File: src/robPkg.sv
`default_nettype none

package robPkg;

    // Buffer geometry
    localparam int ROB_DEPTH = 16;
    localparam int ID_LEN = 4;
    localparam int RN_WIDTH = 2;
    localparam int COM_WIDTH = 2;
    localparam int WB_WIDTH = 2;

    // Entries are split over two banks by the low index bit
    localparam int BANK_DEPTH = ROB_DEPTH / 2;

    // One wrap bit above the index, so age compares as a signed difference
    typedef logic [ID_LEN:0] SqN;

    typedef logic [4:0] RegNm;
    typedef logic [4:0] TrapCause;
    typedef logic [5:0] Tag;
    typedef logic [7:0] FetchId;

    // Completion state of an entry where anything from FLAGS_TRAP upward is a trap
    typedef enum logic [2:0] {
        FLAGS_NX       = 3'd0,
        FLAGS_NONE     = 3'd1,
        FLAGS_BRANCH   = 3'd2,
        FLAGS_TRAP     = 3'd3,
        FLAGS_ILLEGAL  = 3'd4,
        FLAGS_MISALIGN = 3'd5
    } RobFlags;

    // Decode-time traps have no destination, so the field holds their cause
    typedef union packed {
        RegNm rd;
        TrapCause cause;
    } DstField;

    typedef struct packed {
        logic valid;
        DstField dst;
        Tag tag;
        logic isTrap;
        FetchId fetchId;
    } RenameUop;

    typedef struct packed {
        DstField dst;
        Tag tag;
        FetchId fetchId;
        logic sqnMsb;
    } RobEntry;

    typedef struct packed {
        logic valid;
        SqN sqN;
        RobFlags flags;
    } WbUop;

    typedef struct packed {
        logic valid;
        SqN sqN;
        RegNm rd;
        Tag tag;
        logic isBranch;
    } CommitUop;

    typedef struct packed {
        logic valid;
        SqN sqN;
        TrapCause cause;
        RobFlags flags;
        FetchId fetchId;
    } TrapUop;

    // One allocation write slot with the entry payload and its initial flag
    typedef struct packed {
        logic valid;
        logic [ID_LEN-1:0] idx;
        RobEntry entry;
        RobFlags flags;
    } AllocWr;

endpackage

`default_nettype wire

File: src/robAlloc.sv
`timescale 1ns/1ps
`default_nettype none

module robAlloc (
    input  logic               clk,
    input  logic               rst,
    input  robPkg::RenameUop   rnUop[robPkg::RN_WIDTH-1:0],
    input  logic               flush,
    input  robPkg::SqN         flushHead,
    output robPkg::AllocWr     allocWr[robPkg::RN_WIDTH-1:0],
    output robPkg::SqN         tail
);
    import robPkg::*;

    SqN slotSqN[RN_WIDTH-1:0];
    logic [$clog2(RN_WIDTH+1)-1:0] acceptCnt;

    // Valid uops get consecutive sequence numbers starting at the tail
    always_comb begin
        acceptCnt = '0;
        for (int i = 0; i < RN_WIDTH; i++) begin
            slotSqN[i] = tail + SqN'(acceptCnt);
            allocWr[i] = '0;
            allocWr[i].valid = rnUop[i].valid && !flush;
            allocWr[i].idx = slotSqN[i][ID_LEN-1:0];
            allocWr[i].entry.tag = rnUop[i].tag;
            allocWr[i].entry.fetchId = rnUop[i].fetchId;
            allocWr[i].entry.sqnMsb = slotSqN[i][ID_LEN];
            if (rnUop[i].isTrap) begin
                // Trap known at decode so the entry starts out complete
                allocWr[i].entry.dst.cause = rnUop[i].dst.cause;
                allocWr[i].flags = FLAGS_TRAP;
            end else begin
                allocWr[i].entry.dst.rd = rnUop[i].dst.rd;
                allocWr[i].flags = FLAGS_NX;
            end
            if (allocWr[i].valid) begin
                acceptCnt = acceptCnt + 1'b1;
            end
        end
    end

    always_ff @(posedge clk) begin
        if (rst) begin
            tail <= '0;
        end else if (flush) begin
            // Younger entries are dropped and allocation resumes after the trap
            tail <= flushHead;
        end else begin
            tail <= tail + SqN'(acceptCnt);
        end
    end

endmodule

`default_nettype wire

File: src/robCommit.sv
`timescale 1ns/1ps
`default_nettype none

module robCommit (
    input  logic                      clk,
    input  logic                      rst,
    input  robPkg::RobEntry           headEntries[robPkg::COM_WIDTH-1:0],
    input  robPkg::RobFlags           headFlags[robPkg::COM_WIDTH-1:0],
    input  robPkg::SqN                tail,
    output robPkg::SqN                head,
    output robPkg::CommitUop          comUop[robPkg::COM_WIDTH-1:0],
    output robPkg::TrapUop            trapUop,
    output logic                      flush,
    output robPkg::SqN                flushHead,
    output logic [robPkg::ID_LEN:0]   creditReturn,
    output logic [1:0]                retireCount
);
    import robPkg::*;

    CommitUop comNext[COM_WIDTH-1:0];
    TrapUop trapNext;
    logic [1:0] retCnt;
    logic scanStop;
    SqN slotSqN;
    logic slotLive;
    logic slotTrap;

    // In-order scan of the head window
    always_comb begin
        for (int i = 0; i < COM_WIDTH; i++) begin
            comNext[i] = '0;
        end
        trapNext = '0;
        retCnt = '0;
        slotSqN = head;
        slotLive = 1'b0;
        slotTrap = 1'b0;

        // Hold off while a trap is reported and during its flush
        scanStop = trapUop.valid || flush;

        for (int i = 0; i < COM_WIDTH; i++) begin
            slotSqN = head + SqN'(i);
            slotLive = $signed(slotSqN - tail) < 0;
            slotTrap = headFlags[i] >= FLAGS_TRAP;

            // A trap only leaves from slot 0 so that it retires alone
            if (scanStop || !slotLive || headFlags[i] == FLAGS_NX || (slotTrap && i != 0)) begin
                scanStop = 1'b1;
            end else begin
                comNext[i].valid = 1'b1;
                comNext[i].sqN = {headEntries[i].sqnMsb, slotSqN[ID_LEN-1:0]};
                comNext[i].tag = headEntries[i].tag;
                comNext[i].isBranch = headFlags[i] == FLAGS_BRANCH;
                // Runtime traps drop their destination
                if (headFlags[i] > FLAGS_TRAP) begin
                    comNext[i].rd = '0;
                end else begin
                    comNext[i].rd = headEntries[i].dst.rd;
                end
                retCnt = retCnt + 1'b1;

                if (slotTrap) begin
                    trapNext.valid = 1'b1;
                    trapNext.sqN = comNext[i].sqN;
                    trapNext.flags = headFlags[i];
                    trapNext.fetchId = headEntries[i].fetchId;
                    if (headFlags[i] == FLAGS_TRAP) begin
                        trapNext.cause = headEntries[i].dst.cause;
                    end
                    scanStop = 1'b1;
                end
            end
        end
    end

    always_ff @(posedge clk) begin
        comUop <= comNext;
        trapUop <= trapNext;
        if (rst) begin
            for (int i = 0; i < COM_WIDTH; i++) begin
                comUop[i].valid <= 1'b0;
            end
            trapUop.valid <= 1'b0;
            head <= '0;
            flush <= 1'b0;
            retireCount <= '0;
        end else begin
            head <= head + SqN'(retCnt);
            // Flush follows the trap report by exactly one cycle
            flush <= trapUop.valid;
            retireCount <= retCnt;
        end
    end

    // Head already sits just past the trap when the flush is raised
    assign flushHead = head;

    // During flush every entry between head and tail is freed at once
    assign creditReturn = flush ? (tail - head) : SqN'(retireCount);

endmodule

`default_nettype wire

File: src/robStore.sv
`timescale 1ns/1ps
`default_nettype none

module robStore (
    input  logic               clk,
    input  logic               rst,
    input  robPkg::AllocWr     allocWr[robPkg::RN_WIDTH-1:0],
    input  robPkg::WbUop       wbUop[robPkg::WB_WIDTH-1:0],
    input  logic               flush,
    input  robPkg::SqN         head,
    output robPkg::RobEntry    headEntries[robPkg::COM_WIDTH-1:0],
    output robPkg::RobFlags    headFlags[robPkg::COM_WIDTH-1:0]
);
    import robPkg::*;

    // Entry payload in two banks chosen by the low index bit
    RobEntry bankMem[1:0][BANK_DEPTH-1:0];

    // Completion flags written in order by allocation and out of order by writeback
    RobFlags flagMem[ROB_DEPTH-1:0];

    logic [ID_LEN-1:0] winIdx[COM_WIDTH-1:0];
    logic [ID_LEN-2:0] bankAddr[1:0];
    RobEntry bankOut[1:0];

    always_comb begin
        for (int i = 0; i < COM_WIDTH; i++) begin
            winIdx[i] = head[ID_LEN-1:0] + i[ID_LEN-1:0];
        end

        // The two window indices always fall in different banks
        bankAddr[0] = '0;
        bankAddr[1] = '0;
        for (int i = 0; i < COM_WIDTH; i++) begin
            bankAddr[winIdx[i][0]] = winIdx[i][ID_LEN-1:1];
        end

        for (int b = 0; b < 2; b++) begin
            bankOut[b] = bankMem[b][bankAddr[b]];
        end

        // Back into window order
        for (int i = 0; i < COM_WIDTH; i++) begin
            headEntries[i] = bankOut[winIdx[i][0]];
            headFlags[i] = flagMem[winIdx[i]];
        end
    end

    always_ff @(posedge clk) begin
        for (int i = 0; i < RN_WIDTH; i++) begin
            if (allocWr[i].valid) begin
                bankMem[allocWr[i].idx[0]][allocWr[i].idx[ID_LEN-1:1]] <= allocWr[i].entry;
            end
        end
    end

    always_ff @(posedge clk) begin
        if (rst) begin
            for (int i = 0; i < ROB_DEPTH; i++) begin
                flagMem[i] <= FLAGS_NX;
            end
        end else begin
            for (int i = 0; i < RN_WIDTH; i++) begin
                if (allocWr[i].valid) begin
                    flagMem[allocWr[i].idx] <= allocWr[i].flags;
                end
            end
            // Results landing during a flush belong to dropped entries
            if (!flush) begin
                for (int i = 0; i < WB_WIDTH; i++) begin
                    if (wbUop[i].valid) begin
                        flagMem[wbUop[i].sqN[ID_LEN-1:0]] <= wbUop[i].flags;
                    end
                end
            end
        end
    end

endmodule

`default_nettype wire

File: src/robTop.sv
`timescale 1ns/1ps
`default_nettype none

module robTop (
    input  logic                      clk,
    input  logic                      rst,
    input  robPkg::RenameUop          rnUop[robPkg::RN_WIDTH-1:0],
    input  robPkg::WbUop              wbUop[robPkg::WB_WIDTH-1:0],
    output robPkg::CommitUop          comUop[robPkg::COM_WIDTH-1:0],
    output robPkg::TrapUop            trapUop,
    output logic                      flush,
    output logic [robPkg::ID_LEN:0]   creditReturn,
    output logic [1:0]                retireCount
);
    import robPkg::*;

    AllocWr allocWr[RN_WIDTH-1:0];
    SqN tail;
    SqN head;
    SqN flushHead;
    RobEntry headEntries[COM_WIDTH-1:0];
    RobFlags headFlags[COM_WIDTH-1:0];

    robAlloc u_robAlloc (
        .clk       (clk),
        .rst       (rst),
        .rnUop     (rnUop),
        .flush     (flush),
        .flushHead (flushHead),
        .allocWr   (allocWr),
        .tail      (tail)
    );

    robStore u_robStore (
        .clk         (clk),
        .rst         (rst),
        .allocWr     (allocWr),
        .wbUop       (wbUop),
        .flush       (flush),
        .head        (head),
        .headEntries (headEntries),
        .headFlags   (headFlags)
    );

    robCommit u_robCommit (
        .clk          (clk),
        .rst          (rst),
        .headEntries  (headEntries),
        .headFlags    (headFlags),
        .tail         (tail),
        .head         (head),
        .comUop       (comUop),
        .trapUop      (trapUop),
        .flush        (flush),
        .flushHead    (flushHead),
        .creditReturn (creditReturn),
        .retireCount  (retireCount)
    );

endmodule

`default_nettype wire

File: config.mk
export PLATFORM = sky130hd
export DESIGN_NAME = robTop
export DESIGN_NICKNAME = d
export VERILOG_FILES = /design/src/robPkg.sv /design/src/robAlloc.sv /design/src/robCommit.sv /design/src/robStore.sv /design/src/robTop.sv
export SDC_FILE = /design/constraint.sdc
export NUM_CORES = 1
export LEC_CHECK = 0
export BUFFER_PORTS_ARGS = -buffer_cell sky130_fd_sc_hd__buf_4
export CORE_ASPECT_RATIO = 1.2
export CORE_MARGIN = 5
export CORE_UTILIZATION = 35
export DETAILED_ROUTE_END_ITERATION = 10
export SETUP_SLACK_MARGIN = 0.3
export SLEW_MARGIN = 20
export SYNTH_ARGS = -nofsm -noshare
export SYNTH_HDL_FRONTEND = slang
export SYNTH_HIERARCHICAL = 1
export SYNTH_SLANG_ARGS = --single-unit
File: constraint.sdc
create_clock -name clk -period 4.8 [get_ports clk]
set_input_delay 0.96 -clock clk [delete_from_list [all_inputs] [get_ports clk]]
set_output_delay 0.96 -clock clk [all_outputs]
set_load 0.005 [all_outputs]
==> key figures <==
Status
  – Status: finished clean

GRT
  – Most used routing layer in global routing: met2
  – Total grt overflow: 0
  – First-pass GRT wire length: 107000 µm
  – Overall global routing resource usage: 0.188
  – GR Util met3: 0.0274
  – GR Layer Usage met1: 0.235
  – Initial antenna violation count: 2
  – Grt met2 use: 0.329
  – Largest net degree at the start of global routing: 48
  – Vias in the first global route: roughly 16000

Worst setup path
  – Crit path arrival time: about 4.7 ns
  – WP data required: about 5.3 ns
  – Crit Path Class: flop to flop
  – FF-to-FF path depth: 13
  – R2r setup slk: about 0.6 ns
  – Worst setup EP type: flop
  – CP max FO: 22
  – CP startpoint kind: flop
  – CP endpoint: u_robCommit/flushHead[4]
  – Worst Setup SP: u_robCommit/flushHead[0]
  – Worst r2r src: u_robCommit/flushHead[0]
  – Reg-to-reg critical path endpoint: u_robCommit/flushHead[4]

Cells and area
  – Area Overhead vs Synth: 14.2%
  – Share of layout cells above drive strength 1: 0.399
  – Layout Nets: 1968
  – Post-Layout Cell Count: ~2800

Clocking
  – Post-CTS Setup Repair Bufs: 0
  – CTS tree: yes
  – Hold-fix buffers, CTS: 0
  – Clock transition at path regs: 0.06 ns
  – Post-cts sizing count: 0
  – CTS Root Cell: clkbuf_16
  – Num CTS Buffers: 46
  – Clock Tree Buf Depth: 3
  – CTS H-tree depth: 2
  – Clock Latency Late Sink: 0.61 ns
  – Sink Count: 439

Floorplanning
  – Starting density of the core: 0.351
  – Die footprint: between 0.07 and 0.08 mm²
  – I/O pin count: 128
  – Area of the core: 0.0694 mm²
  – Die Width: 251 µm
  – Die height: 299 µm
  – # rows: 106

STA
  – Worst setup margin: 0.587 ns
  – Setup tns final: 0 ns
  – FMAX: 237 MHz
  – Layout Skew: 0.0487 ns
  – Final hold vios: 0
  – RSZ-0062 raised after global routing: no
  – Tightest Pin Transition: ~1.0 ns
  – Post-layout min period: about 4.2 ns
  – Final Setup Violations: 0
  – Relative slew slack: 0.304
  – Hold WS: 0.582 ns
  – Final Max Slew Viols: 0
  – Final period util: 0.878

Placement
  – Post-DP HPWL: approximately 48000 µm
  – Gp weighted congestion: 0.917
  – Number of instances in the placed design: 2752
  – Placement Setup Slack: roughly 0.65 ns
  – Port buffer count: 125

Pwr
  – Pwr/cell area: about 510 mW/mm²
  – PnR Total Power: 14.3 mW
  – Static leakage: around 10 nW
  – Peak VDD IR: 268 µV

Yosys
  – Synth Area per Inst: around 13 µm²
  – Synth Instances: 1833
  – Synth warn: 6
  – Mapped cell area: 0.0243 mm²

Detailed routing
  – DR vias/cell: 5.56
  – Avg WL per Cell: approximately 26 µm
  – Post-route ant nets: 0
  – Via Count: approximately 16000
  – First-pass DRT Iterations: 5
  – Final WL: between 70000 and 80000 µm
  – Post-route DRC: 0
  – Iteration-0 DRC Markers: 1489

Job
  – Max Cap Violations: 0

Hold path
  – Hold Path Class: flop to flop
[worst min path at each step]
| stage | from | endpoint | slack [ns] | depth (start not counted) |
|---|---|---|---|---|
| 2_1_floorplan | u_robCommit/trapUop[21] | u_robCommit/flush | 0.49 | 1 |
| 3_3_place_gp | u_robCommit/flushHead[4] | u_robAlloc/tail[4] | 0.55 | 2 |
| 3_5_place_dp | u_robCommit/flushHead[4] | u_robAlloc/tail[4] | 0.58 | 2 |
| 4_1_cts | u_robCommit/flushHead[4] | u_robAlloc/tail[4] | 0.59 | 2 |
| 5_1_grt | u_robCommit/trapUop[21] | u_robCommit/flush | 0.58 | 1 |
| 6_report | u_robCommit/flushHead[4] | u_robAlloc/tail[4] | 0.58 | 2 |
[flip-flops by register name, summed over array words and instances (netlist names)]
signal	count
u_robCommit/retireCount	2
u_robStore/flagMem	48
u_robCommit/flushHead	5
u_robCommit/comUop	36
u_robCommit/flush	1
u_robCommit/trapUop	22
u_robStore/bankMem	320
u_robAlloc/tail	5
[layout by cell type, fill, tap and decap left out, drive strengths merged, types with 13 or more instances in the layout]
master  count
nand2b     19
a21oi      29
and3       19
o22ai      28
nor3       46
mux4      110
edfxtp    368
nor2       86
ha         21
o21ai      30
clkbuf     66
nor4       15
inv        28
and2       13
mux2      317
nor2b      15
nand3      24
nand2     150
mux2i      79
o31ai      18
buf       209
dfxtp      71
[report_power, final]
part | internal, mW | leakage (nW) | switching, mW | total [mW]
combinational | 2.23 | 5.04 | 3.24 | 5.47
clock | 2.21 | 0.783 | 1.56 | 3.77
sequential | 4.85 | 3.99 | 0.185 | 5.04
total | 9.29 | 9.81 | 4.99 | 14.3
[per-stage QoR]
stage | utilization | instance area (µm²)
3_3_place_gp | 0.377 | 26200
3_5_place_dp | 0.377 | 26200
2_1_floorplan | - | 24300
4_1_cts | 0.401 | 27800
6_report | 0.401 | 27800
5_1_grt | 0.401 | 27800
[worst max-delay path: stages, from the launching register on]
cell	delay [ns]
dfxtp_2	0.75
buf_4	0.28
mux4_2	0.56
mux4_2	0.50
xor2_1	0.18
nand3_1	0.16
nor3_1	0.29
ha_1	0.21
ha_1	0.17
inv_1	0.06
fa_1	0.41
nor3_1	0.31
xnor2_1	0.16
nor2_1	0.05
[layout make-up]
| cell class | instances | area, µm² |
|---|---|---|
| inverter | 26 | 97.6 |
| antenna | 3 | 7.51 |
| tap | 918 | 1150 |
| timing repair buffer | 209 | 1580 |
| fill | 6441 | 41600 |
| sequential | 439 | 12500 |
| clock buffer | 66 | 1320 |
| clock inverter | 20 | 282 |
| multi-input combinational | 1160 | 10900 |
[metal layers]
layer,wire length [µm],up-vias
met5,0,-
met4,2760,0
met3,4560,151
met2,37100,602
met1,28700,7998
li1,-,7059
(Power assumes the default switching activity.)
